## config.mk

```make
export PLATFORM = sky130hd
export DESIGN_NAME = int_subsystem
export DESIGN_NICKNAME = d
export VERILOG_FILES = /design/src/core_ctrl_pkg.sv /design/src/irq_pkg.sv /design/src/int_subsystem.sv /design/src/sleep_unit.sv /design/src/irq_arbiter.sv /design/src/irq_group.sv /design/src/irq_csr.sv
export SDC_FILE = /design/constraint.sdc
export NUM_CORES = 1
export LEC_CHECK = 0
export ABC_AREA = 1
export CORE_ASPECT_RATIO = 0.75
export CORE_MARGIN = 5
export CORE_UTILIZATION = 53
export CTS_CLUSTER_DIAMETER = 80
export DETAILED_ROUTE_END_ITERATION = 10
export DONT_BUFFER_PORTS = 1
export GPL_TIMING_DRIVEN = 0
export PLACE_DENSITY_LB_ADDON = 0.1
export SETUP_SLACK_MARGIN = 0.02
export SYNTH_ARGS = -nofsm -noshare
export SYNTH_HDL_FRONTEND = slang
export SYNTH_SLANG_ARGS = --single-unit
```

## constraint.sdc

```tcl
create_clock -name clk_i -period 2.7 [get_ports clk_i]
set_input_delay 0.27 -clock clk_i [delete_from_list [all_inputs] [get_ports clk_i]]
set_output_delay 0.27 -clock clk_i [all_outputs]
set_load 0.1 [all_outputs]
```

## src/core_ctrl_pkg.sv

```systemverilog
package core_ctrl_pkg;

  //////////////////////////////////////////////////
  // Register port
  //////////////////////////////////////////////////

  // Register select on the small CSR port
  typedef enum logic [1:0] {
    CSR_MSTATUS = 2'd0,
    CSR_MIE     = 2'd1,
    CSR_MIP     = 2'd2
  } csr_addr_e;

  // One register word
  typedef logic [31:0] csr_data_t;

  // Single write with the strobe in we
  typedef struct packed {
    logic      we;
    csr_addr_e addr;
    csr_data_t wdata;
  } csr_wr_t;

  // Global machine interrupt enable inside MSTATUS
  localparam int MSTATUS_MIE_BIT = 3;

  //////////////////////////////////////////////////
  // Sleep FSM
  //////////////////////////////////////////////////

  // Boot waits for fetch enable before run and sleep alternate
  typedef enum logic [1:0] {
    ST_BOOT  = 2'd0,
    ST_RUN   = 2'd1,
    ST_SLEEP = 2'd2
  } sleep_state_e;

endpackage

```

## src/irq_pkg.sv

```systemverilog
package irq_pkg;

  //////////////////////////////////////////////////
  // Line count and id width
  //////////////////////////////////////////////////

  // Machine interrupt lines in CLINT style
  localparam int IRQ_NUM = 32;

  // Bits needed to name one line
  localparam int IRQ_ID_W = $clog2(IRQ_NUM);

  //////////////////////////////////////////////////
  // Types
  //////////////////////////////////////////////////

  // One bit per line for raw lines, MIE and MIP
  typedef logic [IRQ_NUM-1:0] irq_vec_t;

  // Index of a single line
  typedef logic [IRQ_ID_W-1:0] irq_id_t;

  // Result of one group of lines
  typedef struct packed {
    // Some enabled line in the group is pending
    logic    valid;
    // Full line index rather than the local one
    irq_id_t id;
  } grp_result_t;

endpackage
```

## src/int_subsystem.sv

```systemverilog
`timescale 1ns/100ps

module int_subsystem import irq_pkg::*; import core_ctrl_pkg::*; #(
  parameter int GROUP_SIZE = 8
) (
  input  logic      clk_i,
  input  logic      arst_n_i,

  // Level sensitive interrupt lines
  input  irq_vec_t  irq_i,

  // Register port
  input  csr_wr_t   csr_wr_i,
  input  csr_addr_e csr_raddr_i,
  output csr_data_t csr_rdata_o,

  // Core control
  input  logic      fetch_enable_i,
  input  logic      wfi_i,

  // Interrupt request to the core
  output logic      irq_req_o,
  output irq_id_t   irq_id_o,

  // Synchronized pending lines
  output irq_vec_t  mip_o,

  output logic      fetch_enable_o,
  output logic      core_sleep_o
);

  localparam int NUM_GROUPS = IRQ_NUM / GROUP_SIZE;

  // CSR to groups and arbiter
  irq_vec_t                       mie;
  logic                           m_ie;

  // Group results into the arbiter
  grp_result_t [NUM_GROUPS-1:0]   results;

  // Arbiter to sleep FSM
  logic                           irq_wu;

  //////////////////////////////////////////////////
  // Register port
  //////////////////////////////////////////////////

  // MIP readback taken straight from the output port
  irq_csr irq_csr_i (
    .clk_i       ( clk_i       ),
    .arst_n_i    ( arst_n_i    ),
    .csr_wr_i    ( csr_wr_i    ),
    .csr_raddr_i ( csr_raddr_i ),
    .mip_i       ( mip_o       ),
    .mie_o       ( mie         ),
    .m_ie_o      ( m_ie        ),
    .csr_rdata_o ( csr_rdata_o )
  );

  //////////////////////////////////////////////////
  // Line groups
  //////////////////////////////////////////////////

  // Each group owns a contiguous slice of lines
  for (genvar g = 0; g < NUM_GROUPS; g++) begin : gen_group
    irq_group #(
      .GROUP_SIZE ( GROUP_SIZE ),
      .GROUP_IDX  ( g          )
    ) irq_group_i (
      .clk_i    ( clk_i                              ),
      .arst_n_i ( arst_n_i                           ),
      .irq_i    ( irq_i[g*GROUP_SIZE +: GROUP_SIZE]  ),
      .mie_i    ( mie[g*GROUP_SIZE +: GROUP_SIZE]    ),
      .mip_o    ( mip_o[g*GROUP_SIZE +: GROUP_SIZE]  ),
      .result_o ( results[g]                         )
    );
  end

  //////////////////////////////////////////////////
  // Arbiter and sleep control
  //////////////////////////////////////////////////

  irq_arbiter #(
    .GROUP_SIZE ( GROUP_SIZE )
  ) irq_arbiter_i (
    .clk_i     ( clk_i     ),
    .arst_n_i  ( arst_n_i  ),
    .results_i ( results   ),
    .m_ie_i    ( m_ie      ),
    .irq_req_o ( irq_req_o ),
    .irq_id_o  ( irq_id_o  ),
    .irq_wu_o  ( irq_wu    )
  );

  // Ungated clock with sleep reported only
  sleep_unit sleep_unit_i (
    .clk_i          ( clk_i          ),
    .arst_n_i       ( arst_n_i       ),
    .fetch_enable_i ( fetch_enable_i ),
    .wfi_i          ( wfi_i          ),
    .irq_wu_i       ( irq_wu         ),
    .fetch_enable_o ( fetch_enable_o ),
    .core_sleep_o   ( core_sleep_o   )
  );

endmodule

```

## src/sleep_unit.sv

```systemverilog
`timescale 1ns/100ps

module sleep_unit import core_ctrl_pkg::*; (
  input  logic clk_i,
  input  logic arst_n_i,

  // Outside level where only the first assertion matters
  input  logic fetch_enable_i,
  // One cycle pulse
  input  logic wfi_i,
  // Registered wake-up from the arbiter
  input  logic irq_wu_i,

  output logic fetch_enable_o,
  output logic core_sleep_o
);

  sleep_state_e state_q;
  sleep_state_e state_d;

  //////////////////////////////////////////////////
  // Next state
  //////////////////////////////////////////////////

  always_comb begin
    state_d = state_q;
    case (state_q)
      // Wait for the first fetch enable
      ST_BOOT: begin
        if (fetch_enable_i) begin
          state_d = ST_RUN;
        end
      end
      // WFI sleeps unless a wake-up is already there
      ST_RUN: begin
        if (wfi_i && !irq_wu_i) begin
          state_d = ST_SLEEP;
        end
      end
      // Any enabled pending line wakes without the global enable
      ST_SLEEP: begin
        if (irq_wu_i) begin
          state_d = ST_RUN;
        end
      end
      default: state_d = ST_BOOT;
    endcase
  end

  //////////////////////////////////////////////////
  // State register
  //////////////////////////////////////////////////

  always_ff @(posedge clk_i or negedge arst_n_i) begin
    if (!arst_n_i) begin
      state_q <= ST_BOOT;
    end else begin
      state_q <= state_d;
    end
  end

  // Sticky since boot is never re-entered
  assign fetch_enable_o = (state_q != ST_BOOT);

  // Status only while the clock keeps running
  assign core_sleep_o   = (state_q == ST_SLEEP);

endmodule

```

## src/irq_arbiter.sv

```systemverilog
`timescale 1ns/100ps

module irq_arbiter import irq_pkg::*; #(
  parameter int GROUP_SIZE = 8
) (
  input  logic                                   clk_i,
  input  logic                                   arst_n_i,

  // One result per group indexed by group number
  input  grp_result_t [IRQ_NUM/GROUP_SIZE-1:0]   results_i,
  // Global enable
  input  logic                                   m_ie_i,

  output logic                                   irq_req_o,
  output irq_id_t                                irq_id_o,
  output logic                                   irq_wu_o
);

  localparam int NUM_GROUPS = IRQ_NUM / GROUP_SIZE;

  // Winner of the group scan
  logic    any_valid;
  irq_id_t win_id;

  // Registered request side
  logic    req_q;
  irq_id_t id_q;
  logic    wu_q;

  //////////////////////////////////////////////////
  // Group pick
  //////////////////////////////////////////////////

  // Higher groups hold higher ids so the last valid group wins
  always_comb begin
    any_valid = 1'b0;
    win_id    = '0;
    for (int g = 0; g < NUM_GROUPS; g++) begin
      if (results_i[g].valid) begin
        any_valid = 1'b1;
        win_id    = results_i[g].id;
      end
    end
  end

  //////////////////////////////////////////////////
  // Output stage
  //////////////////////////////////////////////////

  always_ff @(posedge clk_i or negedge arst_n_i) begin
    if (!arst_n_i) begin
      req_q <= 1'b0;
      id_q  <= '0;
      wu_q  <= 1'b0;
    end else begin
      // Request needs the global enable
      req_q <= any_valid && m_ie_i;
      // Wake-up ignores it
      wu_q  <= any_valid;
      // Id only moves with a request and holds otherwise
      if (any_valid && m_ie_i) begin
        id_q <= win_id;
      end
    end
  end

  assign irq_req_o = req_q;
  assign irq_id_o  = id_q;
  assign irq_wu_o  = wu_q;

endmodule

```

## src/irq_group.sv

```systemverilog
`timescale 1ns/100ps

module irq_group import irq_pkg::*; #(
  parameter int GROUP_SIZE = 8,
  parameter int GROUP_IDX  = 0
) (
  input  logic                  clk_i,
  input  logic                  arst_n_i,

  // Raw asynchronous lines of this group
  input  logic [GROUP_SIZE-1:0] irq_i,
  // Matching MIE slice
  input  logic [GROUP_SIZE-1:0] mie_i,

  // Synchronized lines as a slice of MIP
  output logic [GROUP_SIZE-1:0] mip_o,
  output grp_result_t           result_o
);

  // First line index of this group
  localparam int BASE = GROUP_IDX * GROUP_SIZE;

  // Synchronizer stages
  logic [GROUP_SIZE-1:0] sync_q1;
  logic [GROUP_SIZE-1:0] sync_q2;

  // Pending and enabled
  logic [GROUP_SIZE-1:0] pend;

  //////////////////////////////////////////////////
  // Two flop synchronizer
  //////////////////////////////////////////////////

  always_ff @(posedge clk_i or negedge arst_n_i) begin
    if (!arst_n_i) begin
      sync_q1 <= '0;
      sync_q2 <= '0;
    end else begin
      sync_q1 <= irq_i;
      sync_q2 <= sync_q1;
    end
  end

  // MIP shows the lines before masking
  assign mip_o = sync_q2;

  //////////////////////////////////////////////////
  // Mask and priority encode
  //////////////////////////////////////////////////

  assign pend = sync_q2 & mie_i;

  // Ascending scan lets the highest set line land last
  always_comb begin
    result_o = '0;
    for (int i = 0; i < GROUP_SIZE; i++) begin
      if (pend[i]) begin
        result_o.valid = 1'b1;
        // Local index plus group base gives the global id
        result_o.id    = irq_id_t'(BASE + i);
      end
    end
  end

endmodule

```

## src/irq_csr.sv

```systemverilog
`timescale 1ns/100ps

module irq_csr import irq_pkg::*; import core_ctrl_pkg::*; (
  input  logic      clk_i,
  input  logic      arst_n_i,

  // Write strobe and readback select
  input  csr_wr_t   csr_wr_i,
  input  csr_addr_e csr_raddr_i,

  // Synchronized pending lines for readback only
  input  irq_vec_t  mip_i,

  output irq_vec_t  mie_o,
  output logic      m_ie_o,
  output csr_data_t csr_rdata_o
);

  // Per line enable
  irq_vec_t mie_q;
  // Global enable in MSTATUS.MIE
  logic     m_ie_q;

  // Decoded write strobes
  logic     mie_we;
  logic     mstatus_we;

  //////////////////////////////////////////////////
  // Write side
  //////////////////////////////////////////////////

  // MIP has no write strobe since it is read-only
  assign mie_we     = csr_wr_i.we && (csr_wr_i.addr == CSR_MIE);
  assign mstatus_we = csr_wr_i.we && (csr_wr_i.addr == CSR_MSTATUS);

  always_ff @(posedge clk_i or negedge arst_n_i) begin
    if (!arst_n_i) begin
      mie_q  <= '0;
      m_ie_q <= 1'b0;
    end else begin
      // Full word into MIE
      if (mie_we) begin
        mie_q <= csr_wr_i.wdata;
      end
      // Only the MIE bit of MSTATUS is kept
      if (mstatus_we) begin
        m_ie_q <= csr_wr_i.wdata[MSTATUS_MIE_BIT];
      end
    end
  end

  assign mie_o  = mie_q;
  assign m_ie_o = m_ie_q;

  //////////////////////////////////////////////////
  // Read side
  //////////////////////////////////////////////////

  // Combinational readback
  always_comb begin
    csr_rdata_o = '0;
    case (csr_raddr_i)
      // Other MSTATUS bits read as zero
      CSR_MSTATUS: csr_rdata_o[MSTATUS_MIE_BIT] = m_ie_q;
      CSR_MIE:     csr_rdata_o = mie_q;
      CSR_MIP:     csr_rdata_o = mip_i;
      default:     csr_rdata_o = '0;
    endcase
  end

endmodule

```

== Yosys cells after proc, flatten, opt, wreduce, memory -nomap -nowiden ==
Index checks and enable logic that the tools add are counted.
Cells by class
  reductions and logical operators: 10
  eq/ne operators: 8
  bitwise logic cells: 4
  mux-type cells: 47
Operator list (number)
  6-bit 2-to-1 mux: 32
  28-bit one-hot mux with 2 select lines: 1
  8-bit AND: 4
  5-bit 2-to-1 mux: 4
  2-bit by 1-bit equality test with 1-bit output (second input constant): 3
  2-bit logical NOT: 3
  2-bit 2-to-1 mux: 3
  2-bit one-hot mux with 3 select lines: 1
  3-bit one-hot mux with 2 select lines: 1
  2-bit equality test (second input constant): 2
  1-bit logical AND: 4
  1-bit 2-to-1 mux: 4
  2-bit by 1-bit inequality test with 1-bit output (second input constant): 2
  1-bit one-hot mux with 3 select lines: 1
  3-bit AND reduction: 1
  2-bit inequality test (second input constant): 1
  2-bit nonzero test: 1
  1-bit logical NOT: 1
Storage, ports and cells
  word-level logic and storage cells: 83
  bits of input ports: 73
  register bits: 106
  output and inout bits: 72

== Logic depth before layout (Yosys ltp) ==
  word-level depth: 14
  mapped depth: 12
  mapped depth without buffers: 12

== By module ==
A second synthesis with hierarchy kept.
Unflattened totals
  cell total of the unflattened synthesis: 535
  area total of the unflattened synthesis: 4618.2 um^2
Modules (own cells, without submodules)
  irq_csr: cells an instance 266, area an instance 1961.9 um^2, instances 1, seq. area each 825.8 um^2
  irq_group (gen_group[0].irq_group_i ...): cells an instance 45, area an instance 520.5 um^2, instances 3, seq. area each 400.4 um^2
  irq_group (gen_group[3].irq_group_i): cells an instance 44, area an instance 516.7 um^2, instances 1, seq. area each 400.4 um^2
  irq_arbiter: cells an instance 71, area an instance 452.9 um^2, instances 1, seq. area each 175.2 um^2
  sleep_unit: cells an instance 19, area an instance 125.1 um^2, instances 1, seq. area each 50.0 um^2

== Worst setup path after synthesis ==
No wires, ideal clock.
  path type: flip-flop to output port
  from: register gen_group[0].irq_group_i.sync_q2[1]
  to: output port csr_rdata_o[1]
  path buffers: 0
  data required time: 2430 ps
  arrival: 2555 ps
  stages on the path, launching flop included: 3
  setup slack: -125 ps
  cells stage by stage: dfrtp_1 -> nand2_1 -> a21oi_1
On the way
  word-level cells in the longest chain between the ends: 1
Ends and longest elaborated chain
  start, declared: RTL line irq_group.sv:25  | logic [GROUP_SIZE-1:0] sync_q2;
  start signal, assigned: RTL line irq_group.sv:40  | sync_q2 <= sync_q1;
  3-bit one-hot mux with 2 select lines: RTL line irq_csr.sv:62  | case (csr_raddr_i)
  end, declared: RTL line int_subsystem.sv:15  | output csr_data_t csr_rdata_o,
Every way passes these cells.

== Worst setup path in the final report ==
  from: register gen_group[2].irq_group_i.sync_q2[1]
  to: output port csr_rdata_o[17]
On the way
  word-level cells in the longest chain between the ends: 1
Ends and longest elaborated chain (RTL line)
  start, declared: irq_group.sv:25
  start signal, assigned: irq_group.sv:40
  28-bit one-hot mux with 2 select lines: irq_csr.sv:62
Every way passes these cells.

==> results.py <==
metrics = {
    "run_status": {
        "status": "finished, violations left",
        "failed_checks": "hold timing",
    },
    "setup_path": {
        "required_ns": 2.43,
        "worstPathMaxFanout": 4,
        "max_stage_delay_ns": 1.00,
        "critical_path_class": "flop to output pin",
        "crit_chain": "nand2_1 > a21oi_4",
        "start_kind": "flop",
        "crit_arrival_ns": 2.28,
        "cp-end-kind": "output pin",
        "critPathSlowestCell": "dfrtp_1",
    },
    "synth": {
        "synth_nets": 474,
        "ys_seq_elements": 106,
        "synthCells": 397,
        "synth_cell_types": 25,
        "synth.cell_area_um2": 4202,
        "ys_seq_area_share_pct": 63.13,
        "synth_area_leaders": "dfrtp_1 (63%), nand2_1 (13%), mux2_2 (8.3%), a21oi_1 (4.2%), nor2_1 (1.3%)",
        "synth_async_sr_flop_share_pct": 100.0,
        "synth_edf_count": 0,
        "synth.top_cells.by_count": "nand2_1 (143), dfrtp_1 (106), a21oi_1 (35)",
        "yosysMostFrequentCell": "nand2_1",
        "syn_area_per_cell_um2": 10.58,
        "yosys.area.top_type": "dfrtp_1",
        "ys.flop_type": "dfrtp_1",
        "synth_top_area_share_pct": 63.13,
        "ys_warn_count": 0,
    },
    "placement": {
        "dp_hpwl_mm": 7.290,
        "dp.cells": 504,
        "postPlaceCellArea_um2": 4483,
        "port-buffer-count": 0,
        "gp_congestion": 0.8917,
    },
    "drt": {
        "dr_wl_met2_mm": 5.008,
        "drt_iter0_markers": 185,
        "drt-pass1-iter-count": 4,
        "dr.max_layer_used": "met4",
        "ant_nets": 0,
        "num_vias": 2950,
        "detail_route.vias_per_cell": 5.335,
        "met1Wirelength_mm": 4.282,
        "wl_met3_mm": 1.093,
        "drc": 0,
        "wl_per_cell_um": 19.07,
        "wirelength_mm": 10.55,
    },
    "cts": {
        "htreeDepth": 3,
        "hold_buffers": 33,
        "worstSkewPairLatency_ns": 0.37,
        "cts_made_buffers": 9,
        "cts_tree": "built",
        "cts.sinks": 106,
        "post-cts-setup-buffers": 0,
        "clockRootBuffer": "clkbuf_8",
        "clk_path_buf_depth": 2,
        "clk_pin_slew_ns": 0.10,
    },
    "finish": {
        "final_layout_size_suffix_gt1_share_pct": 22.77,
        "seq_area_um2": 2654,
        "n_antenna_cell": 0,
        "layout.cells.non_filler": 553,
        "multi_input_area_um2": 1794,
        "nets": 520,
        "syn_to_final_growth_pct": 25.04,
        "finalInstanceArea_um2": 5254,
        "nFillCells": 588,
    },
    "grt": {
        "grt_max_degree": 107,
        "antenna_found_initial": 0,
        "grt_remaining_overflow": 0,
        "grt_pass1_wl_mm": 16.84,
        "grt_pass1_vias": 3173,
        "grt_usage_pct": 22.61,
    },
    "floorplan": {
        "design.core.area_um2": 7812,
        "initial_core_util_pct": 53.78,
        "dieArea_um2": 9826,
        "io_pins": 145,
        "die_w_um": 112.8,
        "dieHeight_um": 87.11,
        "row_count": 28,
    },
    "power_and_ir_drop": {
        "ir_drop_v": 0.0005882,
        "p_per_area_nw_per_um2": 813.5,
        "p_leak_nw": 2.256,
        "p_total_mw": 4.274,
    },
    "sta": {
        "period_needed_ns": 2.550,
        "setup_tns_ns": 0,
        "post-route-period-util_pct": 94.43,
        "setup_viol": 0,
        "rsz0062_at_grt": "false",
        "final-hold-violation-count": 106,
        "fmax_mhz": 392.2,
        "hold_ws_ns": -0.4234,
        "drv_slew": 0,
        "slew_headroom_pct": 10.09,
        "finalClockSkew_ns": 0.007431,
        "tightest_slew_ns": 1.349,
    },
    "worst_hold_path": {
        "hold_path.class": "primary input to asynchronous set/reset pin",
    },
    "job": {
        "max_cap_viol_count": 0,
    },
}
## stage by stage
| step | hold WS, ns | worst slack (ns) | utilization, % |
|---|---|---|---|
| 2_1_floorplan | -0.02559 | 0.4108 | - |
| 3_3_place_gp | -0.02301 | 0.2518 | 56.95 |
| 3_5_place_dp | -0.02275 | 0.2360 | 57.38 |
| 4_1_cts | -0.4420 | 0.06317 | 67.23 |
| 5_1_grt | -0.4544 | 0.06931 | 67.25 |
| 6_report | -0.4234 | 0.1505 | 67.25 |
## cell usage in the layout (no fill, tap or decap), types with 5 or more instances in the layout
| master | instances |
|---|---|
| nand2_1 | 143 |
| dfrtp_1 | 105 |
| dlygate4sd3_1 | 33 |
| a21oi_4 | 31 |
| mux2_2 | 31 |
| nor2_1 | 13 |
| inv_1 | 12 |
| clkbuf_1 | 9 |
| clkbuf_8 | 9 |
| o21ai_0 | 8 |
| a31oi_1 | 5 |
## final timing paths
| check | startpoint | to | slack, ns | cells past startpoint |
|---|---|---|---|---|
| worst max-delay path | gen_group[2].irq_group_i.mip_o[1]$_DFF_PN0_ | csr_rdata_o[17] | 0.15 | 2 |
| worst min-delay path | arst_n_i | sleep_unit_i.state_q[1]$_DFFE_PN0P_ | -0.42 | 0 |
| min in group clk_i | csr_wr_i[22] | irq_csr_i.mie_o[22]$_DFFE_PN0P_ | 0.04 | 1 |
| worst min register to register | gen_group[0].irq_group_i.sync_q1[3]$_DFF_PN0_ | gen_group[0].irq_group_i.mip_o[3]$_DFF_PN0_ | 0.35 | 0 |
| max in group asynchronous | arst_n_i | irq_arbiter_i.irq_req_o$_DFF_PN0_ | 2.93 | 0 |
| worst max register to register | gen_group[3].irq_group_i.mip_o[2]$_DFF_PN0_ | irq_arbiter_i.irq_id_o[0]$_DFFE_PN0P_ | 0.32 | 9 |
## per-layer routing
| metal | GRT usage, % | vias to the layer above |
|---|---|---|
| met5 | 0 | - |
| met4 | 6.769 | 0 |
| met3 | 10.56 | 14 |
| met2 | 35.86 | 112 |
| met1 | 27.95 | 1451 |
| li1 | - | 1373 |
## layout make-up
type / instances / area share, %
clock inverters: 7 / 1.572
repair buffers: 35 / 6.883
well taps: 105 / 2.501
inverters: 14 / 1.095
flip-flops and latches: 106 / 50.51
plain buffers: 12 / 0.9288
multi-input cells: 265 / 34.15
clock buffers: 9 / 2.358
## where the power goes
part	leakage (nW)	switching, mW	internal [mW]
Clock	0.0988	0.559	0.445
Combinational	0.924	0.712	0.285
Sequential	1.23	0.516	1.76
Total	2.26	1.79	2.49
## worst max-delay path, delay by kind of cell (launching register included)
family,cells,cell delay (ns)
compound gates,1,0.66
flops,1,1.00
simple gates,1,0.24
## state kept, by name, summed over array words and instances (netlist names)
| signal | flops |
|---|---|
| irq_csr_i.m_ie_o | 1 |
| gen_group.irq_group_i.sync_q1 | 32 |
| irq_arbiter_i.irq_wu_o | 1 |
| gen_group.irq_group_i.mip_o | 32 |
| irq_arbiter_i.irq_req_o | 1 |
| irq_csr_i.mie_o | 32 |
| sleep_unit_i.state_q | 2 |
| irq_arbiter_i.irq_id_o | 5 |
## logic make-up (layout without fill, tap and decap cells)
kind of cell    count (synthesis)  count (layout)  synth area share (%)
flops                         106             106                 63.13
simple gates                  177             177                 18.05
buf+inv                        26              77                 2.531
compound gates                 53              53                 6.790
mux                            31              31                 8.308
fa+ha+maj                       4               4                 1.191
## what timing repair did
| action | in CTS | in global routing |
|---|---|---|
| gates cloned | 0 | 0 |
| endpoints found under the setup margin | 31 | 1 |
| resized for setup | 31 | 1 |
| endpoints found under the hold margin | 139 | 106 |
No activity file was read; power rests on OpenSTA's default activity.
